<file path="src/source/mips_params.svh">
`ifndef MIPS_PARAMS_SVH
`define MIPS_PARAMS_SVH

// boot vector, first fetch address out of reset
`define DP_RESET_PC 32'hBFC00000

// general purpose registers, r0 included
`define DP_REG_COUNT 32

// full multu result
// upper half lands in hi, lower half in lo
`define DP_PROD_WIDTH 64

`endif

</file>
<file path="src/source/mipsPkg.sv">
`default_nettype none

`include "mips_params.svh"

package mipsPkg;

	//////////////////////////////
	// instruction word
	//////////////////////////////

	typedef struct packed {
		logic [5:0] op;
		logic [4:0] rs;
		logic [4:0] rt;
		logic [4:0] rd;
		logic [4:0] shamt;
		logic [5:0] funct;
	} rFields_t;

	typedef struct packed {
		logic [5:0]  op;
		logic [4:0]  rs;
		logic [4:0]  rt;
		logic [15:0] imm16;
	} iFields_t;

	// same 32 bits, register or immediate layout
	typedef union packed {
		rFields_t r;
		iFields_t i;
	} instrWord_u;

	typedef enum logic [3:0] {
		aluAdd,
		aluSub,
		aluAnd,
		aluOr,
		aluSlt,
		aluSll,
		aluLui,
		aluPassA
	} aluOp_e;

	typedef enum logic [1:0] {
		wbAlu,
		wbMem,
		wbHi,
		wbLo
	} wbSel_e;

	// all zero is a bubble
	typedef struct packed {
		logic   regWrite;
		logic   memWrite;
		logic   memRead;
		logic   byteStore;
		logic   aluSrcImm;
		logic   zeroExtImm;
		logic   regDstRd;
		logic   hiloWrite;
		wbSel_e wbSel;
		aluOp_e aluOp;
	} ctrl_t;

	//////////////////////////////
	// stage registers
	//////////////////////////////

	typedef struct packed {
		ctrl_t       ctrl;
		logic [31:0] pc;
		logic [31:0] srcA;
		logic [31:0] srcB;
		logic [31:0] imm;
		logic [4:0]  shamt;
		logic [4:0]  rs;
		logic [4:0]  rt;
		logic [4:0]  writeReg;
	} decExec_t;

	typedef struct packed {
		ctrl_t                     ctrl;
		logic [31:0]               pc;
		logic [31:0]               aluOut;
		logic [31:0]               storeData;
		logic [3:0]                byteEnable;
		logic [`DP_PROD_WIDTH-1:0] product;
		logic [4:0]                writeReg;
	} execMem_t;

	typedef struct packed {
		logic        regWrite;
		wbSel_e      wbSel;
		logic [31:0] pc;
		logic [31:0] aluOut;
		logic [31:0] readData;
		logic [4:0]  writeReg;
	} memWb_t;

	// hazard and bypass views of the later stages
	typedef struct packed {
		logic [31:0] aluOut;
		logic [4:0]  writeReg;
		logic        regWrite;
		logic        memRead;
	} memFwd_t;

	typedef struct packed {
		logic [31:0] result;
		logic [4:0]  writeReg;
		logic        regWrite;
	} wbFwd_t;

	typedef struct packed {
		logic [4:0] writeReg;
		logic       regWrite;
		logic       memRead;
	} execHaz_t;

	//////////////////////////////
	// external ports
	//////////////////////////////

	typedef struct packed {
		logic [31:0] addr;
		logic [31:0] wdata;
		logic [3:0]  byteEnable;
		logic        write;
	} dataReq_t;

	typedef struct packed {
		logic [31:0] pc;
		logic        wen;
		logic [4:0]  wnum;
		logic [31:0] wdata;
	} retire_t;

endpackage

`default_nettype wire

</file>
<file path="src/source/resultStage.sv">
`timescale 1ns/1ps
`default_nettype none

`include "mips_params.svh"

module resultStage (
	input  logic                      clk,
	input  logic                      rstN,
	input  mipsPkg::execMem_t         fromExec,
	input  logic [31:0]               readData,
	output mipsPkg::dataReq_t         dataReq,
	output mipsPkg::memFwd_t          memFwd,
	output mipsPkg::wbFwd_t           wbFwd,
	output logic [`DP_PROD_WIDTH-1:0] hiLo,
	output mipsPkg::retire_t          retire
);
	import mipsPkg::*;

	execMem_t                  memStage;
	memWb_t                    wbStage;
	logic [`DP_PROD_WIDTH-1:0] hiLoReg;
	logic [31:0]               result;

	//////////////////////////////
	// memory stage
	//////////////////////////////

	always_ff @(posedge clk) begin
		if (!rstN) begin
			memStage <= '0;
		end else begin
			memStage <= fromExec;
		end
	end

	// data port, memory answers in the same cycle
	assign dataReq = '{
		addr: memStage.aluOut,
		wdata: memStage.storeData,
		byteEnable: memStage.byteEnable,
		write: memStage.ctrl.memWrite
	};

	// hi/lo written at the end of mem
	always_ff @(posedge clk) begin
		if (!rstN) begin
			hiLoReg <= '0;
		end else if (memStage.ctrl.hiloWrite) begin
			hiLoReg <= memStage.product;
		end
	end

	// multu still in mem bypasses to an mfhi/mflo in execute
	assign hiLo = memStage.ctrl.hiloWrite ? memStage.product : hiLoReg;

	assign memFwd = '{
		aluOut: memStage.aluOut,
		writeReg: memStage.writeReg,
		regWrite: memStage.ctrl.regWrite,
		memRead: memStage.ctrl.memRead
	};

	//////////////////////////////
	// writeback stage
	//////////////////////////////

	always_ff @(posedge clk) begin
		if (!rstN) begin
			wbStage <= '0;
		end else begin
			wbStage <= '{
				regWrite: memStage.ctrl.regWrite,
				wbSel: memStage.ctrl.wbSel,
				pc: memStage.pc,
				aluOut: memStage.aluOut,
				readData: readData,
				writeReg: memStage.writeReg
			};
		end
	end

	// hi and lo values already ride in aluOut
	assign result = (wbStage.wbSel == wbMem) ? wbStage.readData : wbStage.aluOut;

	assign wbFwd = '{
		result: result,
		writeReg: wbStage.writeReg,
		regWrite: wbStage.regWrite
	};

	assign retire = '{
		pc: wbStage.pc,
		wen: wbStage.regWrite,
		wnum: wbStage.writeReg,
		wdata: result
	};

endmodule

`default_nettype wire
</file>
<file path="config.mk">
export PLATFORM = sky130hd
export DESIGN_NAME = resultStage
export DESIGN_NICKNAME = d
export VERILOG_FILES = /design/src/source/mipsPkg.sv /design/src/source/resultStage.sv
export VERILOG_INCLUDE_DIRS = /design/src /design/src/source
export SDC_FILE = /design/constraint.sdc
export NUM_CORES = 1
export LEC_CHECK = 0
export BUFFER_PORTS_ARGS = -buffer_cell sky130_fd_sc_hd__buf_2
export CAP_MARGIN = 20
export CORE_AREA = 2 2 192 194
export DETAILED_ROUTE_END_ITERATION = 16
export DIE_AREA = 0 0 194 196
export HOLD_SLACK_MARGIN = 0.08
export SLEW_MARGIN = 10
export SYNTH_ARGS = -nofsm -noshare
export SYNTH_HDL_FRONTEND = slang
export SYNTH_SLANG_ARGS = --single-unit
</file>
<file path="constraint.sdc">
create_clock -name clk -period 3.15 [get_ports clk]
set_clock_uncertainty 0.2 [all_clocks]
set_input_delay 0.63 -clock clk [delete_from_list [all_inputs] [get_ports clk]]
set_output_delay 0.63 -clock clk [all_outputs]
set_load 0.02 [all_outputs]
</file>
======== After elaboration in Yosys (flattened, before gate mapping) ========
Cells that the tools add are included.
storage, ports and cells
  register bits after elaboration ......... 343
  bits of input ports ..................... 217
  output and inout bits ................... 280
  logic and storage cells ................. 21
operators by class
  equal/unequal tests ..................... 1
  multiplexer cells ....................... 2
operators with widths
  cell                                                 number
  two-way mux 64 bit                                   1
  two-way mux 32 bit                                   1
  equality test 2 x 1 -> 1 bit, second input constant  1

======== Depth between registers and ports, before layout ========
  word-level depth ........................ 2
  gate-level depth with buffers ........... 5
  mapped depth without buffers ............ 2

======== Worst setup path before layout ========
Ideal clock, no wire load.
  path kind ............................... flip-flop to output port
  start point ............................. reg wbStage[101] (netlist bit)
  end point ............................... out wbFwd[11] (netlist bit)
  data arrival time ....................... 1.324 ns
  data required time ...................... 2.320 ns
  setup slack ............................. 0.996 ns
  stages on the path, launching flop included .. 6
  path buffers ............................ 3
  cells stage by stage .................... dfxtp_1 -> nor2b_1 -> clkbuf_2 -> buf_6 -> mux2_1 -> buf_4
RTL lines
  what                      RTL line           RTL
  start: declaration        resultStage.sv:20  memWb_t wbStage;
  start signal: assignment  resultStage.sv:71  wbStage <= '{
  end: declaration          resultStage.sv:13  output mipsPkg::wbFwd_t wbFwd,

======== Worst setup path after layout ========
  start point ............................. reg memStage[175] (netlist bit)
  end point ............................... out hiLo[0]
between the ends
  word-level cells in the longest chain between the ends .. 1
ends and longest elaborated chain
  what                      RTL line           RTL
  start: declaration        resultStage.sv:19  execMem_t memStage;
  start signal: assignment  resultStage.sv:32  memStage <= fromExec;
  two-way mux 64 bit        n/a
  end: declaration          resultStage.sv:14  output logic [`DP_PROD_WIDTH-1:0] hiLo,
Every way passes these cells.

==> results.txt <==
----------------------------------------------------
[Route]
  Via density per instance ... 3.98
  Number of iterations in the first detailed-routing pass ... 4
  Number of DRC violations after detailed routing ... 0
  Vias post-DR ... between 7k and 8k
  Final wirelength ... 28700 um
  Average wire length per cell after detail routing ... 14.5 um
  Number of routed nets with antenna violations ... 0
  Drt first-iter violations ... around 180

[Power]
  Power spent charging and discharging nets ... 2.32 mW
  Switching share of power ... 22.5%
  Portion of total power attributed to combinational logic ... ~10%
  Leak Pwr ... 8.04 nW
  Max IR drop VDD ... 572 uV
  P_int ... 7.98 mW
  Relative contribution of the clock network to total power ... 44.9%
  Part of the power in registers ... 44.9%
  Cell Pwr Density ... 624 mW/mm^2

[GRT]
  Number of antenna violations at the first check in global routing ... 1
  Combined global-route utilization of all metal layers ... ~14%
  Number of global-route vias before repair ... 8007
  Largest net degree at the start of global routing ... 96
  Total gr overflow ... 0
  First-pass GRT wire length ... ~43000 um

[Finish]
  Ratio of cells with drive above 1 in the final layout ... between 40% and 50%
  Total Nets Final ... around 1.7k
  Post-layout instance count excluding filler cells ... about 2.0k
  Area added between synthesis and finish ... 37.4%

[Timing]
  Post-layout worst setup margin ... 0.300 ns
  RSZ-0062 raised after global routing ... no
  Final setup viols ... 0
  Count of endpoints failing hold in the final timing report ... 0
  Pin slew with the least headroom to its limit ... slightly above 0.5 ns
  Post-route minimum period ... between 2 and 3 ns
  Fmax ... 351 MHz
  Slew headroom ... about two thirds
  Period utilisation layout ... 90.5%
  Worst-case hold slack ... 0.120 ns
  Number of slew-limit violations in the final report ... 0
  Final sum of negative setup slack ... 0 ns

[Floorplan]
  Die area ... approximately 0.038 sq mm
  Die height ... 196 um
  Die X ... 194 um
  Num rows ... 70
  Number of ports placed on the die boundary ... just under 500
  Area of the placeable core ... about 0.036 sq mm
  Effective utilization at floorplan ... 33.3%

[Logic synthesis]
  Number of nets in the synthesized netlist ... 1233
  Number of warnings issued by yosys ... 0
  Netlist area before placement ... 0.0120 sq mm
  Sequential-to-total area share from yosys stat ... 57.2%
  Cell count after synthesis ... 1016
  #FFs+latches synth ... around 340
  Average footprint of a synthesized cell ... between 10 and 15 sq um
  Number of distinct library cells after synthesis ... 13

[Setup path]
  Maximum fanout along the worst path ... 33
  Kind of cell adding the most delay to the critical path ... flip-flops
  Critical path endpoint category ... primary output
  Type of origin of the critical path ... flip-flop
  Crit path required time ... between 2 and 2.5 ns
  Path type of the worst setup path ... reg2out
  Arrival time of data at the critical path endpoint ... around 2.0 ns
  CP max stage delay ... 0.61 ns
  CP max stage cell ... sky130_fd_sc_hd__dfxtp_4
  Cell chain of the critical path ... buf_12 > mux2_4 > buf_2
  Number of buffer and inverter instances along the worst setup path ... 2

[Clock tree]
  Clock Tree Buf Depth ... 3
  TritonCTS clock tree ... yes
  CTS Buf Count ... 38
  Clock Sinks ... 343
  Hold-fix buffers, CTS ... between 150 and 200
  Worst-skew pair later-pin latency ... about 0.53 ns
  Root cell of the clock tree ... sky130_fd_sc_hd__clkbuf_16
  Worst-path clk slew ... 0.06 ns
  Number of gates given a new drive strength after cts ... 0
  H-tree depth reported by CTS ... 2
  Setup Fix Bufs, Post-CTS ... 0

[Place]
  Final weighted congestion in routability-driven placement ... 0.865
  Number of buffers inserted by port buffering ... between 400 and 500
  Post-detailed-placement half-perimeter wirelength ... 19100 um
  Worst-case setup slack after placement ... 0.834 ns
  DP Cell Count ... between 1.5k and 2k

[Flow run]
  Max-cap viol count ... 0

[Outcome]
  Run status ... complete, no violations

[Hold path]
  Path category of the worst min-delay check ... in2reg

----------------------------------------------------
==> layer usage <==
layer | vias up | GRT usage (%) | part of all wire [%]
li1 | 3909 | - | -
met1 | 3657 | 17.3 | 42
met2 | 267 | 23.8 | 48
met3 | 70 | 3.92 | 6.6
met4 | 0 | 7.30 | 3.6
met5 | - | 0 | 0
==> power groups by stage <==
stage / combinational, mW / clock (mW) / sequential (mW)
floorplan: 0.715 / 0 / 4.68
global placement: 0.882 / 0 / 4.71
detailed placement: 0.887 / 0 / 4.72
CTS: 1.06 / 4.78 / 4.62
global route: 1.13 / 4.93 / 4.64
finish: 1.06 / 4.62 / 4.62
==> cells in the mapped netlist <==
cell type                    n  area share [%]
sky130_fd_sc_hd__nor2b_1     1           0.052
sky130_fd_sc_hd__and2_1    343              18
sky130_fd_sc_hd__clkbuf_1   34             1.1
sky130_fd_sc_hd__buf_4     184              12
sky130_fd_sc_hd__dfxtp_1   343              57
sky130_fd_sc_hd__buf_12      3            0.50
sky130_fd_sc_hd__mux2_4     60             7.5
sky130_fd_sc_hd__buf_8       3            0.38
sky130_fd_sc_hd__clkbuf_2    1           0.042
sky130_fd_sc_hd__buf_2       4            0.17
sky130_fd_sc_hd__mux2_1      2            0.19
sky130_fd_sc_hd__mux2_2     34             3.2
sky130_fd_sc_hd__buf_6       4            0.38
==> per-stage QoR <==
step	area [sq um]	power, mW	util (%)
after global placement	13500	5.59	37.3
after detailed placement	13500	5.60	37.3
after floorplan	12000	5.39	-
after global routing	16500	10.7	45.7
after CTS	16500	10.5	45.7
final	16500	10.3	45.7
==> worst paths after layout <==
kind / startpoint / cells after the start / slack, ns / endpoint
worst max-delay path: memStage[175] / 3 / 0.30 / hiLo[0]
worst min register to register: memStage[159] / 1 / 0.23 / retire[60]
worst max register to register: memStage[175] / 3 / 1.35 / hiLoReg[1]
worst min-delay path: readData[6] / 2 / 0.12 / wbStage[11]
==> sequential cells by signal, indices dropped and copies added (netlist names) <==
register  flops
retire       38
dataReq      69
memStage     99
hiLoReg      64
memFwd        7
wbStage      66
==> placed cells by master (no fill, tap or decap) <==
cell type	count
sky130_fd_sc_hd__mux2_1	2
sky130_fd_sc_hd__buf_4	6
sky130_fd_sc_hd__inv_8	1
sky130_fd_sc_hd__buf_6	1
sky130_fd_sc_hd__clkinvlp_4	1
sky130_fd_sc_hd__dlygate4sd3_1	170
sky130_fd_sc_hd__and2_1	343
sky130_fd_sc_hd__clkbuf_16	41
sky130_fd_sc_hd__dfxtp_1	342
sky130_fd_sc_hd__diode_2	1
sky130_fd_sc_hd__bufinv_16	4
sky130_fd_sc_hd__buf_2	487
sky130_fd_sc_hd__clkinv_2	2
sky130_fd_sc_hd__buf_12	3
sky130_fd_sc_hd__clkbuf_8	9
sky130_fd_sc_hd__nor2b_2	1
sky130_fd_sc_hd__mux2_2	34
sky130_fd_sc_hd__mux2_4	60
sky130_fd_sc_hd__dfxtp_4	1
sky130_fd_sc_hd__clkbuf_1	7
==> cell type report <==
class	count	area (sq um)
Fill cell	3300	19600
Tap cell	468	586
Timing Repair Buffer	667	4260
Clock inverter	8	149
Multi-Input combinational cell	440	3460
Sequential cell	343	6870
Antenna cell	1	2.50
Clock buffer	57	1180
==> kinds of logic after synthesis <==
kind of cell | synth area share, %
buffers and inverters | 14.0
DFF | 57.2
muxes | 10.9
and+or+nand+nor | 17.9
(Power assumes the default switching activity.)
