**src/source/mips_params.svh**
```systemverilog
`ifndef MIPS_PARAMS_SVH
`define MIPS_PARAMS_SVH

// boot vector, first fetch address out of reset
`define DP_RESET_PC 32'hBFC00000

// general purpose registers, r0 included
`define DP_REG_COUNT 32

// full multu result
// upper half lands in hi, lower half in lo
`define DP_PROD_WIDTH 64

`endif

```
**src/source/mipsPkg.sv**
```systemverilog
`default_nettype none

`include "mips_params.svh"

package mipsPkg;

	//////////////////////////////
	// instruction word
	//////////////////////////////

	typedef struct packed {
		logic [5:0] op;
		logic [4:0] rs;
		logic [4:0] rt;
		logic [4:0] rd;
		logic [4:0] shamt;
		logic [5:0] funct;
	} rFields_t;

	typedef struct packed {
		logic [5:0]  op;
		logic [4:0]  rs;
		logic [4:0]  rt;
		logic [15:0] imm16;
	} iFields_t;

	// same 32 bits, register or immediate layout
	typedef union packed {
		rFields_t r;
		iFields_t i;
	} instrWord_u;

	typedef enum logic [3:0] {
		aluAdd,
		aluSub,
		aluAnd,
		aluOr,
		aluSlt,
		aluSll,
		aluLui,
		aluPassA
	} aluOp_e;

	typedef enum logic [1:0] {
		wbAlu,
		wbMem,
		wbHi,
		wbLo
	} wbSel_e;

	// all zero is a bubble
	typedef struct packed {
		logic   regWrite;
		logic   memWrite;
		logic   memRead;
		logic   byteStore;
		logic   aluSrcImm;
		logic   zeroExtImm;
		logic   regDstRd;
		logic   hiloWrite;
		wbSel_e wbSel;
		aluOp_e aluOp;
	} ctrl_t;

	//////////////////////////////
	// stage registers
	//////////////////////////////

	typedef struct packed {
		ctrl_t       ctrl;
		logic [31:0] pc;
		logic [31:0] srcA;
		logic [31:0] srcB;
		logic [31:0] imm;
		logic [4:0]  shamt;
		logic [4:0]  rs;
		logic [4:0]  rt;
		logic [4:0]  writeReg;
	} decExec_t;

	typedef struct packed {
		ctrl_t                     ctrl;
		logic [31:0]               pc;
		logic [31:0]               aluOut;
		logic [31:0]               storeData;
		logic [3:0]                byteEnable;
		logic [`DP_PROD_WIDTH-1:0] product;
		logic [4:0]                writeReg;
	} execMem_t;

	typedef struct packed {
		logic        regWrite;
		wbSel_e      wbSel;
		logic [31:0] pc;
		logic [31:0] aluOut;
		logic [31:0] readData;
		logic [4:0]  writeReg;
	} memWb_t;

	// hazard and bypass views of the later stages
	typedef struct packed {
		logic [31:0] aluOut;
		logic [4:0]  writeReg;
		logic        regWrite;
		logic        memRead;
	} memFwd_t;

	typedef struct packed {
		logic [31:0] result;
		logic [4:0]  writeReg;
		logic        regWrite;
	} wbFwd_t;

	typedef struct packed {
		logic [4:0] writeReg;
		logic       regWrite;
		logic       memRead;
	} execHaz_t;

	//////////////////////////////
	// external ports
	//////////////////////////////

	typedef struct packed {
		logic [31:0] addr;
		logic [31:0] wdata;
		logic [3:0]  byteEnable;
		logic        write;
	} dataReq_t;

	typedef struct packed {
		logic [31:0] pc;
		logic        wen;
		logic [4:0]  wnum;
		logic [31:0] wdata;
	} retire_t;

endpackage

`default_nettype wire

```
**src/source/executeStage.sv**
```systemverilog
`timescale 1ns/1ps
`default_nettype none

`include "mips_params.svh"

module executeStage (
	input  logic                      clk,
	input  logic                      rstN,
	input  mipsPkg::decExec_t         fromDec,
	input  logic                      flushE,
	input  mipsPkg::memFwd_t          memFwd,
	input  mipsPkg::wbFwd_t           wbFwd,
	input  logic [`DP_PROD_WIDTH-1:0] hiLo,
	output mipsPkg::execMem_t         toMem,
	output mipsPkg::execHaz_t         execHaz
);
	import mipsPkg::*;

	decExec_t                  execStage;
	logic [31:0]               fwdA, fwdB, aluA, aluB, aluOut, storeData;
	logic [3:0]                byteEnable;
	logic [`DP_PROD_WIDTH-1:0] product;

	// D/E register
	// decode stall drops a bubble in here
	always_ff @(posedge clk) begin
		if (!rstN || flushE) begin
			execStage <= '0;
		end else begin
			execStage <= fromDec;
		end
	end

	//////////////////////////////
	// operand bypass
	//////////////////////////////

	// newest producer first, mem over writeback
	function automatic logic [31:0] forwardOperand(
		input logic [4:0]  src,
		input logic [31:0] regVal,
		input memFwd_t     memSide,
		input wbFwd_t      wbSide
	);
		if (memSide.regWrite && !memSide.memRead && memSide.writeReg == src) begin
			return memSide.aluOut;
		end
		if (wbSide.regWrite && wbSide.writeReg == src) begin
			return wbSide.result;
		end
		return regVal;
	endfunction

	assign fwdA = forwardOperand(execStage.rs, execStage.srcA, memFwd, wbFwd);
	assign fwdB = forwardOperand(execStage.rt, execStage.srcB, memFwd, wbFwd);

	// mfhi and mflo pass hi or lo through port A
	always_comb begin
		unique case (execStage.ctrl.wbSel)
			wbHi: aluA = hiLo[`DP_PROD_WIDTH-1 -: 32];
			wbLo: aluA = hiLo[31:0];
			default: aluA = fwdA;
		endcase
	end

	assign aluB = execStage.ctrl.aluSrcImm ? execStage.imm : fwdB;

	//////////////////////////////
	// alu and multiplier
	//////////////////////////////

	always_comb begin
		unique case (execStage.ctrl.aluOp)
			aluAdd: aluOut = aluA + aluB;
			aluSub: aluOut = aluA - aluB;
			aluAnd: aluOut = aluA & aluB;
			aluOr: aluOut = aluA | aluB;
			aluSlt: aluOut = {31'b0, $signed(aluA) < $signed(aluB)};
			// shift amount from the instruction, value from rt
			aluSll: aluOut = aluB << execStage.shamt;
			aluLui: aluOut = {aluB[15:0], 16'b0};
			aluPassA: aluOut = aluA;
			default: aluOut = '0;
		endcase
	end

	// unsigned only, multu
	assign product = `DP_PROD_WIDTH'(fwdA) * `DP_PROD_WIDTH'(fwdB);

	// store lanes, little endian
	always_comb begin
		if (execStage.ctrl.byteStore) begin
			storeData = {4{fwdB[7:0]}};
			byteEnable = 4'b0001 << aluOut[1:0];
		end else begin
			storeData = fwdB;
			byteEnable = execStage.ctrl.memWrite ? 4'b1111 : 4'b0000;
		end
	end

	assign toMem = '{
		ctrl: execStage.ctrl,
		pc: execStage.pc,
		aluOut: aluOut,
		storeData: storeData,
		byteEnable: byteEnable,
		product: product,
		writeReg: execStage.writeReg
	};

	// seen by decode for load-use and branch stalls
	assign execHaz = '{
		writeReg: execStage.writeReg,
		regWrite: execStage.ctrl.regWrite,
		memRead: execStage.ctrl.memRead
	};

endmodule

`default_nettype wire

```
**config.mk**
```make
export PLATFORM = sky130hd
export DESIGN_NAME = executeStage
export DESIGN_NICKNAME = d
export VERILOG_FILES = /design/src/source/mipsPkg.sv /design/src/source/executeStage.sv
export VERILOG_INCLUDE_DIRS = /design/src /design/src/source
export SDC_FILE = /design/constraint.sdc
export NUM_CORES = 2
export LEC_CHECK = 0
export ABC_CLOCK_PERIOD_IN_PS = 19900
export BUFFER_PORTS_ARGS = -buffer_cell sky130_fd_sc_hd__buf_2
export CORE_MARGIN = 2
export CORE_UTILIZATION = 40
export DETAILED_ROUTE_END_ITERATION = 8
export GPL_ROUTABILITY_DRIVEN = 0
export PLACE_DENSITY = 0.55
export SETUP_SLACK_MARGIN = 0.02
export SLEW_MARGIN = 5
export SYNTH_ARGS = -nofsm -noshare
export SYNTH_HDL_FRONTEND = slang
export SYNTH_SLANG_ARGS = --single-unit
```
**constraint.sdc**
```tcl
create_clock -name clk -period 19.9 [get_ports clk]
set_input_delay 0.995 -clock clk [delete_from_list [all_inputs] [get_ports clk]]
set_output_delay 0.995 -clock clk [all_outputs]
set_load 0.005 [all_outputs]
```
# After elaboration in Yosys (flattened, before gate mapping)
# Cells that the tools add are included.
[totals]
out_inout_bits = 190
word_cells = 68
regBits = 162
inputBits = 306
[op_classes]
n_shift = 2
n_eq_ne = 13
bitwise_logic = 2
add_sub_neg = 2
n_mux = 20
magnitude_cmp = 1
multipliers = 1
n_reduce_logical = 9
[op_table]
columns = ["operator", "count"]
rows = [
  ["two-way mux 32 bit", 10],
  ["case mux 32 bit (8 select lines)", 1],
  ["multiplier 32 x 32 -> 64 bit", 1],
  ["case mux 32 bit (2 select lines)", 1],
  ["adder 32 bit", 1],
  ["bitwise AND 32 bit", 1],
  ["less-than comparator 32 bit", 1],
  ["OR 32 bit", 1],
  ["left shift 32 x 5 -> 32 bit", 1],
  ["subtractor 32 bit", 1],
  ["equality test 5 bit", 4],
  ["equality test 4 x 3 -> 1 bit, second input constant", 4],
  ["equality test 4 x 2 -> 1 bit, second input constant", 2],
  ["two-way mux 4 bit", 2],
  ["two-way mux 1 bit", 6],
  ["logical AND 1 bit", 5],
  ["equality test 2 bit, second input constant", 2],
  ["equality test 4 x 1 -> 1 bit, second input constant", 1],
  ["zero test 4 bit", 1],
  ["left shift 1 x 2 -> 4 bit, first input constant", 1],
  ["zero test 1 bit", 2],
  ["logical OR 1 bit", 1],
]

# Logic depth before layout (Yosys ltp)
[depth]
depth_word = 12
mapped_depth = 39
mapped_depth_nobuf = 34

# Worst setup path before layout
# Ideal clock, no wire load.
[synth_path]
path_kind = "input to output"
from = "input port wbFwd[3] (netlist bit)"
to = "output port toMem[61] (netlist bit)"
cell_stages = 35
setup_slack_ps = 8968
required_time_ps = 18905
t_arrival_ps = 9937
n_path_buf = 5
cell_sequence = "xor2_1 > nor4_1 > and3_1 > clkbuf_1 > buf_2 > buf_2 > mux2i_1 > a21o_1 > clkbuf_1 > clkbuf_1 > nor2_1 > fa_1 > inv_1 > fa_1 > fa_1 > fa_1 > inv_1 > fa_1 > fa_1 > fa_1 > inv_1 > fa_1 > inv_1 > ha_1 > and2_1 > a311oi_1 > o21ai_0 > a2111o_1 > a41o_1 > o21ai_0 > a21boi_0 > o21ai_0 > nor4_1 > a211oi_1 > xnor2_1"
[synth_rtl]
columns = ["element", "line", "rtl"]
rows = [
  ["start: declaration", "executeStage.sv:12", "input mipsPkg::wbFwd_t wbFwd,"],
  ["end: declaration", "executeStage.sv:14", "output mipsPkg::execMem_t toMem,"],
]

==> metrics list <==
* Run status: completed
- Timing analysis after detailed placement gives a worst setup slack of 6.76 ns.
- Most prevalent standard cell on the critical path: fa_1
- Resized Gates After CTS: 0
- The floorplan step set the die height to 346 µm.
- The count of endpoints failing hold in the final timing report was 0.
- Measured against the total synthesized area, the mux share comes to 4.54%.
- Hold bufs inserted after CTS: 0
- Combinational logic is responsible for 62.5% of the overall power.
- Count of buffers inserted at the top-level ports: 495
* Drc violations: 0
- Adder-Cell Fraction of Synth Area: 48.1%
- The placed instances occupy a cell area of 0.0505 mm².
- Number of antenna violations at the first check in global routing: 16
* Clock network power share: 18.7%
- The worst hold path passes through 2 cells.
- TritonCTS clock tree: yes
- The total area inside the core boundary comes to 0.116 mm².
- Synth Area in Compound Gates: 10.5%
- Leaving out fill and tap cells, the most frequent cells in the layout are inv_1 (991), fa_1 (898), nor2_1 (811).
- Dividing the final minimum period by the clock period gives 66.0%.
- In the final timing run, aggregate negative setup slack is 0 ns.
- Along the worst path, the maximum fanout reaches 62.
- Share of synthesized area occupied by flip-flops and latches: 6.94%
* Number of buffers inserted to repair setup after CTS: 0
* Main combinational cell family by area after synthesis: adder cells
- Area growth from synthesis to final layout: 9.48%
- Clock tree synthesis inserted a total of 17 buffers.
- Counting every instance in the synthesized netlist gives 5621.
* Time the worst path needs with I/O delays and setup: 13.13 ns
- Hold is met by 0.688 ns.
* Syn Std Cell Area: 0.0467 mm²
* Clock buffer depth: 2
- For hold timing, the worst endpoint is execStage[25]$_SDFF_PP0_.
* Total overflow reported by the global router: 0
- Switching part of the total: 50.5%
* Type of element launching the critical path: input port
* Number of nets in the layout: 7435
* Worst rel slew slack: 9.98%
- The clock net in this run drives a total of 162 sinks.
- On the worst path, the slowest cell contributes a delay of 0.88 ns.
- For this run, the share of the core covered by cells in the final layout is 44.1%.
- Router iterations before antenna repair: 8
- Leakage component of the power: 25.1 nW
* Maximum number of pins on one net before global-route repair: 87
* Min-Delay Path Class: in -> reg
- Post-Synthesis Net Count: 7184
* Number of nets with antenna violations after detailed routing: 0
- Mean instance size in the synthesized netlist: 8.31 µm²
* Setup repair after global routing missed its margin: false
* Highest Clock Rate: 76.2 MHz
- Sequential cells burn 18.8% of the power.
- Share of final-layout standard cells stronger than drive strength 1: 13.7%
- GRT Resource Usage Total: 32.5%
* Root buffer cell: clkbuf_16
* Worst Min Path Start: fromDec[25]
* Worst slew pin tran: 1.35 ns
- Across the VDD grid, the largest voltage drop is 0.0705 mV.
- Number of DRC markers after the initial detailed-route iteration: 4148
* Number of enable flip-flop cells after synthesis: 0
* Detailed-route via count: 41749
- Max-cap violations in this run came to 0.
* Share of Yosys cell area claimed by the top area cell type: 38.5%
- Power per cell area: 36.9 mW/mm²
- Summing the areas of all and, or, nand and nor instances in the mapped netlist gives 16.2% of the synthesized area.
* Setup CP Type: in -> out
- Dividing the detail-routed wire length by the instance count gives 26.2 µm.
* Site row count: 125
- The floorplan step set the die width to 346 µm.
- Setup violations remaining at the end of the flow were counted as 0.
* Number of distinct library cell variants in the gate-level netlist after synthesis: 80
* Clock slew at the register clock pins of the worst setup and hold paths: 0.09 ns
* Final number of max-transition violations: 0
- In the post-synthesis netlist, the biggest area contributors are fa_1 (38%), ha_1 (9.6%), inv_1 (8.0%).
- Critical path launch point: memFwd[2]
- Yosys printed 0 warnings.
* Initial Utilization: 40.3%
* Cell with the biggest individual delay on the critical path: a21o_1
- The multi-input combinational cells in the finished layout cover a total of 0.0381 mm².
- The library cell used most frequently in the layout, excluding fill and tap cells, is inv_1.
- The first global-routing pass estimated 287000 µm of wire.
* Nature of the critical path endpoint: primary output
- Die Outline Area: 0.120 mm²
- For the worst setup path, the data arrival time is 12.13 ns.
- Dividing the detail-routed via count by the number of cells gives 5.63.
* Total number of H-tree levels: 4
- Number of filler instances in the final layout: 11802
- In this run, synthesis produced a sequential element count of 162.
- Switching power total: 0.953 mW
* FF/Latch Area: 0.00326 mm²
* Number of global-route vias before repair: 42553
- Endpoint required time on the critical path: 18.91 ns
- In this run the count of I/O pins placed on the die edge is 496.
* Internal Dissipation: 0.936 mW
* Primary FF master, synth: dfxtp_1
- Summed over all nets, the half-perimeter wirelength after detailed placement is 157000 µm.
- Xor/xnor share of the synthesized area: 1.95%
- Worst-case setup margin in the final layout: 6.77 ns
* Top cell type by total area after synthesis: fa_1
- Once layout is done, the placed cells without fillers occupy 0.0512 mm².
- Wires add up to 194000 µm.
- Async S/R FF share, synth: 0%
## sequential cells by signal, summed over array words and instances, names as in the netlist
name,count
execHaz,7
toMem,44
execStage,111
## logic make-up after synthesis
| kind of cell | count (synthesis) |
|---|---|
| xor+xnor | 104 |
| buf+inv | 1395 |
| compound gates | 753 |
| simple gates | 1793 |
| fa+ha+maj | 1257 |
| mux | 157 |
| flops | 162 |
## power groups by stage
stage / Combinational, mW / Sequential (mW) / Clock, mW
global route: 1.29 / 0.356 / 0.367
CTS: 1.17 / 0.354 / 0.357
global placement: 1.16 / 0.362 / 0
floorplan: 0.701 / 0.349 / 0
finish: 1.18 / 0.356 / 0.353
detailed placement: 1.16 / 0.361 / 0
## area by class of cell
class / count / area share (%)
tap: 1524 / 3.73
antenna: 9 / 0.0440
inverter: 1000 / 7.34
multi-input combinational: 4064 / 74.6
clock buffer: 17 / 0.832
sequential: 162 / 6.36
timing repair buffer: 627 / 6.78
clock inverter: 15 / 0.360
## synthesized netlist by cell type, types with 18 or more instances
master and number:
clkbuf_1 269, o21ai_0 152, mux4_2 42, nor3_1 22, xnor2_1 69, fa_1 898, and2_1 174, xor2_1 35
a21o_1 76, o221ai_1 18, buf_4 58, o22ai_1 18, inv_1 992, nor4_1 21, mux2i_1 97, dfxtp_1 162
buf_1 53, a31o_2 31, nand3_1 34, a21oi_1 212, o211ai_1 20, a211oi_1 33, nand2_1 631, a31oi_1 31
nand2b_1 20, nor2_1 814, ha_1 359
## worst max path at each step
stage | end | slack (ns) | depth (start not counted)
after floorplan | toMem[61] | 8.97 | 35
after global placement | toMem[40] | 6.64 | 33
after detailed placement | toMem[40] | 6.76 | 33
after CTS | toMem[40] | 6.68 | 33
after global routing | toMem[40] | 5.96 | 33
final | toMem[40] | 6.77 | 33
## worst max-delay path, delay by kind of cell
kind | cells | cell delay [ns]
and+or+nand+nor | 7 | 2.00
adders and majority gates | 9 | 3.91
AOI/OAI and AO/OA | 9 | 3.59
buffers and inverters | 7 | 1.36
xor gates and xnor gates | 1 | 0.16
## metrics by stage
| stage | cells | power (mW) |
|---|---|---|
| global placement | 7377 | 1.52 |
| detailed placement | 7377 | 1.52 |
| floorplan | 5621 | 1.05 |
| CTS | 7409 | 1.88 |
| finish | 7418 | 1.89 |
| global route | 7415 | 2.02 |
## routing by layer
| metal | part of all wire, % | GRT usage [%] | routed length [µm] |
|---|---|---|---|
| met4 | 5.2 | 14.0 | 10200 |
| met5 | 0.028 | 0 | 55 |
| met1 | 40 | 43.1 | 76800 |
| met3 | 12 | 9.23 | 23100 |
| met2 | 43 | 49.6 | 83900 |
Note: power is estimated with default switching activity, not from simulation.
