--- src/source/mips_params.svh ---
`ifndef MIPS_PARAMS_SVH
`define MIPS_PARAMS_SVH

// boot vector, first fetch address out of reset
`define DP_RESET_PC 32'hBFC00000

// general purpose registers, r0 included
`define DP_REG_COUNT 32

// full multu result
// upper half lands in hi, lower half in lo
`define DP_PROD_WIDTH 64

`endif

--- src/source/mipsPkg.sv ---
`default_nettype none

`include "mips_params.svh"

package mipsPkg;

	//////////////////////////////
	// instruction word
	//////////////////////////////

	typedef struct packed {
		logic [5:0] op;
		logic [4:0] rs;
		logic [4:0] rt;
		logic [4:0] rd;
		logic [4:0] shamt;
		logic [5:0] funct;
	} rFields_t;

	typedef struct packed {
		logic [5:0]  op;
		logic [4:0]  rs;
		logic [4:0]  rt;
		logic [15:0] imm16;
	} iFields_t;

	// same 32 bits, register or immediate layout
	typedef union packed {
		rFields_t r;
		iFields_t i;
	} instrWord_u;

	typedef enum logic [3:0] {
		aluAdd,
		aluSub,
		aluAnd,
		aluOr,
		aluSlt,
		aluSll,
		aluLui,
		aluPassA
	} aluOp_e;

	typedef enum logic [1:0] {
		wbAlu,
		wbMem,
		wbHi,
		wbLo
	} wbSel_e;

	// all zero is a bubble
	typedef struct packed {
		logic   regWrite;
		logic   memWrite;
		logic   memRead;
		logic   byteStore;
		logic   aluSrcImm;
		logic   zeroExtImm;
		logic   regDstRd;
		logic   hiloWrite;
		wbSel_e wbSel;
		aluOp_e aluOp;
	} ctrl_t;

	//////////////////////////////
	// stage registers
	//////////////////////////////

	typedef struct packed {
		ctrl_t       ctrl;
		logic [31:0] pc;
		logic [31:0] srcA;
		logic [31:0] srcB;
		logic [31:0] imm;
		logic [4:0]  shamt;
		logic [4:0]  rs;
		logic [4:0]  rt;
		logic [4:0]  writeReg;
	} decExec_t;

	typedef struct packed {
		ctrl_t                     ctrl;
		logic [31:0]               pc;
		logic [31:0]               aluOut;
		logic [31:0]               storeData;
		logic [3:0]                byteEnable;
		logic [`DP_PROD_WIDTH-1:0] product;
		logic [4:0]                writeReg;
	} execMem_t;

	typedef struct packed {
		logic        regWrite;
		wbSel_e      wbSel;
		logic [31:0] pc;
		logic [31:0] aluOut;
		logic [31:0] readData;
		logic [4:0]  writeReg;
	} memWb_t;

	// hazard and bypass views of the later stages
	typedef struct packed {
		logic [31:0] aluOut;
		logic [4:0]  writeReg;
		logic        regWrite;
		logic        memRead;
	} memFwd_t;

	typedef struct packed {
		logic [31:0] result;
		logic [4:0]  writeReg;
		logic        regWrite;
	} wbFwd_t;

	typedef struct packed {
		logic [4:0] writeReg;
		logic       regWrite;
		logic       memRead;
	} execHaz_t;

	//////////////////////////////
	// external ports
	//////////////////////////////

	typedef struct packed {
		logic [31:0] addr;
		logic [31:0] wdata;
		logic [3:0]  byteEnable;
		logic        write;
	} dataReq_t;

	typedef struct packed {
		logic [31:0] pc;
		logic        wen;
		logic [4:0]  wnum;
		logic [31:0] wdata;
	} retire_t;

endpackage

`default_nettype wire

--- src/source/decodeStage.sv ---
`timescale 1ns/1ps
`default_nettype none

`include "mips_params.svh"

module decodeStage (
	input  logic                             clk,
	input  logic                             rstN,
	input  logic [31:0]                      instr,
	input  logic [31:0]                      rdataA,
	input  logic [31:0]                      rdataB,
	input  mipsPkg::memFwd_t                 memFwd,
	input  mipsPkg::execHaz_t                execHaz,
	output logic [31:0]                      pc,
	output logic [$clog2(`DP_REG_COUNT)-1:0] raddrA,
	output logic [$clog2(`DP_REG_COUNT)-1:0] raddrB,
	output mipsPkg::decExec_t                toExec,
	output logic                             flushE
);
	import mipsPkg::*;

	// primary opcodes
	localparam logic [5:0] opSpecial = 6'h00;
	localparam logic [5:0] opJ = 6'h02;
	localparam logic [5:0] opBeq = 6'h04;
	localparam logic [5:0] opBne = 6'h05;
	localparam logic [5:0] opAddiu = 6'h09;
	localparam logic [5:0] opOri = 6'h0d;
	localparam logic [5:0] opLui = 6'h0f;
	localparam logic [5:0] opLw = 6'h23;
	localparam logic [5:0] opSb = 6'h28;
	localparam logic [5:0] opSw = 6'h2b;
	// special function codes
	localparam logic [5:0] fnSll = 6'h00;
	localparam logic [5:0] fnMfhi = 6'h10;
	localparam logic [5:0] fnMflo = 6'h12;
	localparam logic [5:0] fnMultu = 6'h19;
	localparam logic [5:0] fnAddu = 6'h21;
	localparam logic [5:0] fnSubu = 6'h23;
	localparam logic [5:0] fnAnd = 6'h24;
	localparam logic [5:0] fnOr = 6'h25;
	localparam logic [5:0] fnSlt = 6'h2a;

	instrWord_u  instrD;
	logic [31:0] pcD;
	ctrl_t       ctrlD;
	logic [4:0]  writeRegD;
	logic        isBeq, isBne, isJump, usesRs, usesRt;
	logic [31:0] immD, cmpA, cmpB, pcPlus4D, branchTarget, jumpTarget, nextPc;
	logic        branchTaken, exMatch, memLoadMatch, loadUse, branchStall, stall;

	//////////////////////////////
	// fetch
	//////////////////////////////

	// pc and F/D both freeze on a stall
	always_ff @(posedge clk) begin
		if (!rstN) begin
			pc <= `DP_RESET_PC;
		end else if (!stall) begin
			pc <= nextPc;
		end
	end

	always_ff @(posedge clk) begin
		if (!rstN) begin
			instrD <= '0;
			pcD <= '0;
		end else if (!stall) begin
			instrD <= instr;
			pcD <= pc;
		end
	end

	// delay slot already fetched, so the redirect goes straight into pc
	assign pcPlus4D = pcD + 32'd4;
	assign branchTarget = pcPlus4D + {immD[29:0], 2'b00};
	assign jumpTarget = {pcPlus4D[31:28], instrD[25:0], 2'b00};
	assign nextPc = isJump ? jumpTarget : (branchTaken ? branchTarget : pc + 32'd4);

	//////////////////////////////
	// control decode
	//////////////////////////////

	always_comb begin
		ctrlD = '0;
		isBeq = 1'b0;
		isBne = 1'b0;
		isJump = 1'b0;
		unique case (instrD.i.op)
			opSpecial: begin
				ctrlD.regWrite = 1'b1;
				ctrlD.regDstRd = 1'b1;
				unique case (instrD.r.funct)
					fnAddu: ctrlD.aluOp = aluAdd;
					fnSubu: ctrlD.aluOp = aluSub;
					fnAnd: ctrlD.aluOp = aluAnd;
					fnOr: ctrlD.aluOp = aluOr;
					fnSlt: ctrlD.aluOp = aluSlt;
					fnSll: ctrlD.aluOp = aluSll;
					fnMultu: begin
						ctrlD.regWrite = 1'b0;
						ctrlD.hiloWrite = 1'b1;
					end
					fnMfhi: begin
						ctrlD.wbSel = wbHi;
						ctrlD.aluOp = aluPassA;
					end
					fnMflo: begin
						ctrlD.wbSel = wbLo;
						ctrlD.aluOp = aluPassA;
					end
					default: ctrlD.regWrite = 1'b0;
				endcase
			end
			opAddiu: begin
				ctrlD.regWrite = 1'b1;
				ctrlD.aluSrcImm = 1'b1;
			end
			opOri: begin
				ctrlD.regWrite = 1'b1;
				ctrlD.aluSrcImm = 1'b1;
				ctrlD.zeroExtImm = 1'b1;
				ctrlD.aluOp = aluOr;
			end
			opLui: begin
				ctrlD.regWrite = 1'b1;
				ctrlD.aluSrcImm = 1'b1;
				ctrlD.zeroExtImm = 1'b1;
				ctrlD.aluOp = aluLui;
			end
			opLw: begin
				ctrlD.regWrite = 1'b1;
				ctrlD.memRead = 1'b1;
				ctrlD.aluSrcImm = 1'b1;
				ctrlD.wbSel = wbMem;
			end
			opSw, opSb: begin
				ctrlD.memWrite = 1'b1;
				ctrlD.aluSrcImm = 1'b1;
				ctrlD.byteStore = (instrD.i.op == opSb);
			end
			opBeq: isBeq = 1'b1;
			opBne: isBne = 1'b1;
			opJ: isJump = 1'b1;
			default: ctrlD = '0;
		endcase
		writeRegD = ctrlD.regDstRd ? instrD.r.rd : instrD.i.rt;
		// a write to r0 does nothing, so it becomes a bubble
		if (ctrlD.regWrite && writeRegD == '0) begin
			ctrlD = '0;
		end
	end

	assign immD = ctrlD.zeroExtImm ? {16'b0, instrD.i.imm16} :
		{{16{instrD.i.imm16[15]}}, instrD.i.imm16};

	// rt is a source for register ops, branches and stores
	assign usesRs = !isJump;
	assign usesRt = (instrD.i.op == opSpecial) || isBeq || isBne || ctrlD.memWrite;

	//////////////////////////////
	// branch compare and hazards
	//////////////////////////////

	// mem stage bypass, writeback comes through the register file
	assign cmpA = (memFwd.regWrite && !memFwd.memRead && memFwd.writeReg == instrD.r.rs) ?
		memFwd.aluOut : rdataA;
	assign cmpB = (memFwd.regWrite && !memFwd.memRead && memFwd.writeReg == instrD.r.rt) ?
		memFwd.aluOut : rdataB;
	assign branchTaken = (isBeq && cmpA == cmpB) || (isBne && cmpA != cmpB);

	assign exMatch = execHaz.regWrite &&
		((usesRs && execHaz.writeReg == instrD.r.rs) ||
		(usesRt && execHaz.writeReg == instrD.r.rt));
	assign memLoadMatch = memFwd.memRead && memFwd.regWrite &&
		((usesRs && memFwd.writeReg == instrD.r.rs) ||
		(usesRt && memFwd.writeReg == instrD.r.rt));

	// load in execute feeding anything
	assign loadUse = execHaz.memRead && exMatch;
	// branch waits until its operand can come from mem
	assign branchStall = (isBeq || isBne) && (exMatch || memLoadMatch);
	assign stall = loadUse || branchStall;
	assign flushE = stall;

	assign raddrA = instrD.r.rs;
	assign raddrB = instrD.r.rt;

	assign toExec = '{
		ctrl: ctrlD,
		pc: pcD,
		srcA: rdataA,
		srcB: rdataB,
		imm: immD,
		shamt: instrD.r.shamt,
		rs: instrD.r.rs,
		rt: instrD.r.rt,
		writeReg: writeRegD
	};

endmodule

`default_nettype wire

--- config.mk ---
export PLATFORM = sky130hd
export DESIGN_NAME = decodeStage
export DESIGN_NICKNAME = d
export VERILOG_FILES = /design/src/source/mipsPkg.sv /design/src/source/decodeStage.sv
export VERILOG_INCLUDE_DIRS = /design/src /design/src/source
export SDC_FILE = /design/constraint.sdc
export NUM_CORES = 1
export LEC_CHECK = 0
export BUFFER_PORTS_ARGS = -buffer_cell sky130_fd_sc_hd__buf_4
export CAP_MARGIN = 20
export CORE_MARGIN = 1
export CORE_UTILIZATION = 50
export CTS_CLUSTER_SIZE = 16
export DETAILED_ROUTE_END_ITERATION = 10
export PLACE_DENSITY = 0.81
export SLEW_MARGIN = 20
export SYNTH_ARGS = -nofsm -noshare
export SYNTH_HDL_FRONTEND = slang
export SYNTH_SLANG_ARGS = --single-unit
--- constraint.sdc ---
create_clock -name clk -period 6.5 [get_ports clk]
set_input_delay 1.3 -clock clk [delete_from_list [all_inputs] [get_ports clk]]
set_output_delay 1.3 -clock clk [all_outputs]
set_load 0.01 [all_outputs]
## Word level (Yosys, flattened, before mapping)

Cells that the tools add are included.

- Input bits: 144
- Flip-flop bits (word level): 96
- Logic and storage cells: 87
- Output and inout port bits: 205

- $add $sub $neg: 3
- Reduce and logical (&&, ||, !) cells: 35
- Multiplexer cells: 23
- Eq/ne operators: 23

Operator list:

| cell | number |
|---|---|
| 32-bit 2-to-1 mux | 5 |
| 32-bit by 3-bit adder with 32-bit output (second input constant) | 2 |
| 6-bit == test (second input constant) | 8 |
| 32-bit adder | 1 |
| 32-bit == test | 1 |
| 32-bit != test | 1 |
| 5-bit == test | 4 |
| 6-bit by 4-bit == test with 1-bit output (second input constant) | 3 |
| 6-bit by 5-bit == test with 1-bit output (second input constant) | 3 |
| 3-bit case mux with 6 select lines | 1 |
| 1-bit logical AND | 15 |
| 14-bit 2-to-1 mux | 1 |
| 6-bit by 3-bit == test with 1-bit output (second input constant) | 2 |
| 6-bit logical NOT | 2 |
| 4-bit case mux with 3 select lines | 1 |
| 1-bit 2-to-1 mux | 10 |
| 1-bit logical OR | 9 |
| 2-bit case mux with 2 select lines | 2 |
| 8-bit OR reduction | 1 |
| 6-bit by 2-bit == test with 1-bit output (second input constant) | 1 |
| 2-bit OR reduction | 3 |
| 6-bit OR reduction | 1 |
| 5-bit logical NOT | 1 |
| 5-bit 2-to-1 mux | 1 |
| other kinds (4) | 5 |

## Longest topological paths before layout

- Word-level depth: 14
- Depth in mapped cells: 20
- Depth with buffers taken out: 19

## Least setup slack after synthesis

No wires, ideal clock.

- Path kind: reg-to-reg
- Start: register instrD[26] in the netlist's numbering
- End: register pc[28]
- Arrival: 5.679 ns
- Cell stages (with the launch flop): 19
- Path buffers: 1
- Slack: 0.681 ns
- Data required time: 6.359 ns
- Setup time: 0.141 ns
- Clock period less this slack: 5.819 ns
- Cells stage by stage: dfxtp_1 clkbuf_1 nor4_1 nand2_1 mux2_2 or4_1 nor2_1 nor2_1 nor2b_1 ha_1 nand2_1 o21ai_0 a2111oi_0 nor3_1 a221oi_1 o21bai_1 xor2_1 mux2i_1 o211ai_1

RTL lines:

| element | RTL line | text |
|---|---|---|
| start: declaration | decodeStage.sv:44 | `instrWord_u instrD;` |
| start signal: assignment | decodeStage.sv:70 | `instrD <= instr;` |
| end signal: assignment | decodeStage.sv:59 | `` pc <= `DP_RESET_PC; `` |
| end signal: assignment | decodeStage.sv:61 | `pc <= nextPc;` |
| end: declaration | decodeStage.sv:14 | `output logic [31:0] pc,` |

## Worst setup path in the final report

- Start: input memFwd[0] in the netlist's numbering
- End: register pc[23]

- Longest elaborated chain between the ends: 9
- Elaborated cells on any way between the ends: 18
- Those cells by class: 2 x eq/ne; 4 x mux; 12 x reduce/logical

Ends and longest elaborated chain:

| element | RTL line | text |
|---|---|---|
| start: declaration | decodeStage.sv:12 | `input mipsPkg::memFwd_t memFwd,` |
| 1-bit logical NOT | decodeStage.sv:167, decodeStage.sv:169 |  |
| 1-bit logical AND | decodeStage.sv:167, decodeStage.sv:169 |  |
| 1-bit logical AND (on tied branches) | decodeStage.sv:167, decodeStage.sv:169 |  |
| 32-bit 2-to-1 mux (on tied branches) | decodeStage.sv:167, decodeStage.sv:169 |  |
| 32-bit == test / 32-bit != test (equally long branches) | decodeStage.sv:171 | `assign branchTaken = (isBeq && cmpA == cmpB) \|\| (isBne && cmpA != cmpB);` |
| 1-bit logical AND | decodeStage.sv:171 |  |
| 1-bit logical OR | decodeStage.sv:171 |  |
| 32-bit 2-to-1 mux (2 in series) | decodeStage.sv:79 | `assign nextPc = isJump ? jumpTarget : (branchTaken ? branchTarget : pc + 32'd4);` |

Parallel ways exist; a longest one is shown, timed or not.
A chain may end at the register's enable or synchronous reset.

==> results.py <==
metrics = {
    "grt": {
        "grt_pass1_wl_um": 52600,
        "globalRoute.totalOverflow": 0,
        "grt_pass1_vias": 9430,
        "grt_max_degree": 66,
        "grt_util_all_layers_pct": 33.9,
        "antenna_found_initial": 2,
    },
    "placement": {
        "numPortBuffers": 347,
        "dpl.hpwl_um": 26500,
        "gp_congestion": 0.936,
    },
    "logic_synthesis": {
        "ys_warn_count": 0,
        "synth-edff-count": 0,
        "syn_inst": 1326,
        "synth_cell_types": 78,
        "synth_area_per_cell_um2": 7.25,
        "ys.flop_type": "dfxtp_1",
        "async_flop_share_pct": 0,
        "ys_seq_area_share_pct": 20.0,
        "syn-num-nets": 1502,
        "ys_ff_latch": 96,
        "syn_area_um2": 9610,
    },
    "setup_path": {
        "required_ps": 6780,
        "slowest_delay_ps": 870,
        "crit_top_cell": "buf_4",
        "crit_buf_inv": 2,
        "path_max_fanout": 34,
        "cpLargestDelayFamily": "simple AND/OR/NAND/NOR gates",
        "start_kind": "input pin",
        "cp_data_arrival_time_ps": 5650,
        "slowest_stage": "and2_1",
        "worstSetupPathType": "input pin to flip-flop",
        "worstPathCellList": "buf_4, and2b_1, nand3_2, buf_4, nor2_4, o21ai_0, and4_1, a2111oi_0, nand4_1, o311ai_2, and2_1, o221ai_1, o211ai_1",
        "end_kind": "flip-flop",
    },
    "clock_network": {
        "postCtsSetupBuffers": 0,
        "clock-sinks": 96,
        "ctsResizeCount": 0,
        "cts-root-buf": "clkbuf_16",
        "cts_buffers": 9,
        "ctsHoldBuffers": 0,
        "cts_buffer_depth": 2,
        "cts_htree_levels": 3,
        "clk_latency_ps": 360,
        "cts_tree": "done",
        "clkTransAtPathRegs_ps": 70,
    },
    "drt": {
        "viasPerCell": 6.13,
        "drc_errors": 0,
        "drtIter0Drc": 811,
        "wirelength_um": 35300,
        "wl_per_cell_um": 20.2,
        "ant_nets": 0,
        "vias": 10700,
        "dr.pass1.iters": 6,
    },
    "timing": {
        "tightest_slew_ps": 1080,
        "finalSetupViolations": 0,
        "slew_headroom_pct": 27.6,
        "fin_skew_ps": 14.1,
        "fmax_mhz": 186,
        "min_period_ps": 5380,
        "rsz0062_at_grt": "false",
        "fin_setup_tns_ps": 0,
        "finalMaxSlewViolations": 0,
        "fin_crit_sh_pct": 82.7,
        "final_hold_viol_count": 0,
    },
    "floorplanning": {
        "core_area_um2": 18800,
        "io-pin-count": 349,
        "dieArea_um2": 19800,
        "die_height_um": 141,
        "start_util_pct": 51.2,
        "die_w_um": 141,
        "row_count": 50,
    },
    "flow_run": {
        "maxCapViolCount": 0,
    },
    "pwr": {
        "vdd_drop_max_mv": 0.154,
        "finalPower_mw": 1.79,
        "p_leak_nw": 5.32,
        "powerDensity_nw_per_um2": 153,
    },
    "cells_and_area": {
        "final_common_cell": "buf_4",
        "nNetsFinal": 1680,
        "regArea_um2": 1920,
        "fill_cells": 1739,
        "layout_common_cells": "356 x buf_4, 222 x nand2_1, 97 x a21oi_1",
        "multi_input_area_um2": 6340,
        "drive_above_1_share_pct": 27.5,
        "area_growth_pct": 21.2,
    },
    "min_path": {
        "worstHoldPathType": "flip-flop to flip-flop",
    },
    "status": {
        "status": "complete, no violations",
    },
}
per-layer routing:
| layer | up-vias | track usage, % | share of wire, % |
|---|---|---|---|
| met5 | - | 0 | 0 |
| met4 | 0 | 13.9 | 3.9 |
| met3 | 87 | 7.71 | 9.9 |
| met2 | 601 | 55.9 | 46 |
| met1 | 5007 | 42.8 | 40 |
| li1 | 4992 | - | - |
flip-flops by register name, summed over array words and instances, names as in the netlist:
register,cells
pcD,32
instrD,32
pc,32
worst reg2reg max path, stage by stage (launching register included):
cell	delay [ps]
dfxtp_1	410
nor4_1	300
nand2_1	280
mux2_2	370
or4_1	540
nor2_1	190
nor2_1	140
nor2b_2	330
ha_1	340
nand2_1	130
o21ai_0	120
a2111oi_0	650
nor3_1	140
a221oi_1	660
o21bai_1	210
xor2_1	180
mux2i_1	130
o211ai_1	110
cell type report:
cell class / count / share of cell area (%)
Sequential cell: 96 / 16.5
Clock inverter: 4 / 0.462
Antenna cell: 2 / 0.0430
Timing Repair Buffer: 356 / 22.9
Inverter: 32 / 1.03
Multi-Input combinational cell: 1009 / 54.4
Tap cell: 234 / 2.51
Clock buffer: 11 / 2.08
path summary, 6_finish.rpt:
| check | endpoint | cells past startpoint | start | slack [ps] |
|---|---|---|---|---|
| max | pc[23] | 13 | memFwd[0] | 1120 |
| min | pcD[30] | 2 | pcD[30] | 480 |
| max reg2reg | pc[28] | 17 | instrD[26] | 1150 |
| min reg2reg | pcD[30] | 2 | pcD[30] | 480 |
logic make-up after synthesis:
kind of cell / after synthesis / share of synthesized area [%]
adders and majority gates: 32 / 4.24
xor gates and xnor gates: 128 / 11.7
muxes: 17 / 1.84
other: 1 / 0.0390
buffers and inverters: 221 / 14.1
AOI/OAI and AO/OA: 349 / 24.4
and+or+nand+nor: 482 / 23.8
DFF: 96 / 20.0
stage by stage:
stage | instances | utilization (%) | setup WS, ps | hold WS, ps | cell area (um2)
final | 1744 | 62.1 | 1120 | 477 | 11600
after global routing | 1744 | 62.1 | 758 | 500 | 11600
after CTS | 1742 | 62.0 | 1220 | 477 | 11600
after detailed placement | 1727 | 60.5 | 867 | 469 | 11300
after global placement | 1727 | 60.5 | 1040 | 456 | 11300
after floorplan | 1326 | - | 681 | 463 | 9610
power by group:
part / switching (mW) / internal (mW) / total, mW / leakage, nW
logic: 0.281 / 0.261 / 0.542 / 4.40
registers: 0.0688 / 0.619 / 0.688 / 0.789
clock network: 0.248 / 0.309 / 0.557 / 0.138
total: 0.598 / 1.19 / 1.79 / 5.32
cells in the mapped netlist (5+ instances only):
cell         n  share of area, %
dfxtp_1     96                20
nor2_1      57               2.2
inv_1       32               1.2
nand3_1     66               3.4
or2_2       18               1.2
nor4_1       5              0.33
xor2_1      56               5.1
nand4_1     16               1.0
xnor2_1     72               6.6
o211ai_1     9              0.70
nand2_1    222               8.7
or3_1        8              0.52
a211oi_1    22               1.7
a41oi_1     22               2.0
a21oi_1     97               5.1
buf_2        8              0.42
o21a_1       7              0.55
o21ai_0     62               3.2
buf_4      124               9.7
a21boi_0     6              0.47
a21o_1      22               1.7
ha_1        31               4.0
o311ai_0    11               1.0
o22ai_1     10              0.65
nand2b_1     9              0.59
a31oi_1      8              0.52
and4_1       7              0.64
o2111ai_1    8              0.73
a221oi_1     5              0.46
clkbuf_1    46               1.8
o31ai_1      8              0.62
and3_1      24               1.6
nor3_1      24               1.2
mux2_2       5              0.59
mux2i_1     12               1.2
buf_6        7              0.82
Note: power is estimated with default switching activity, not from simulation.
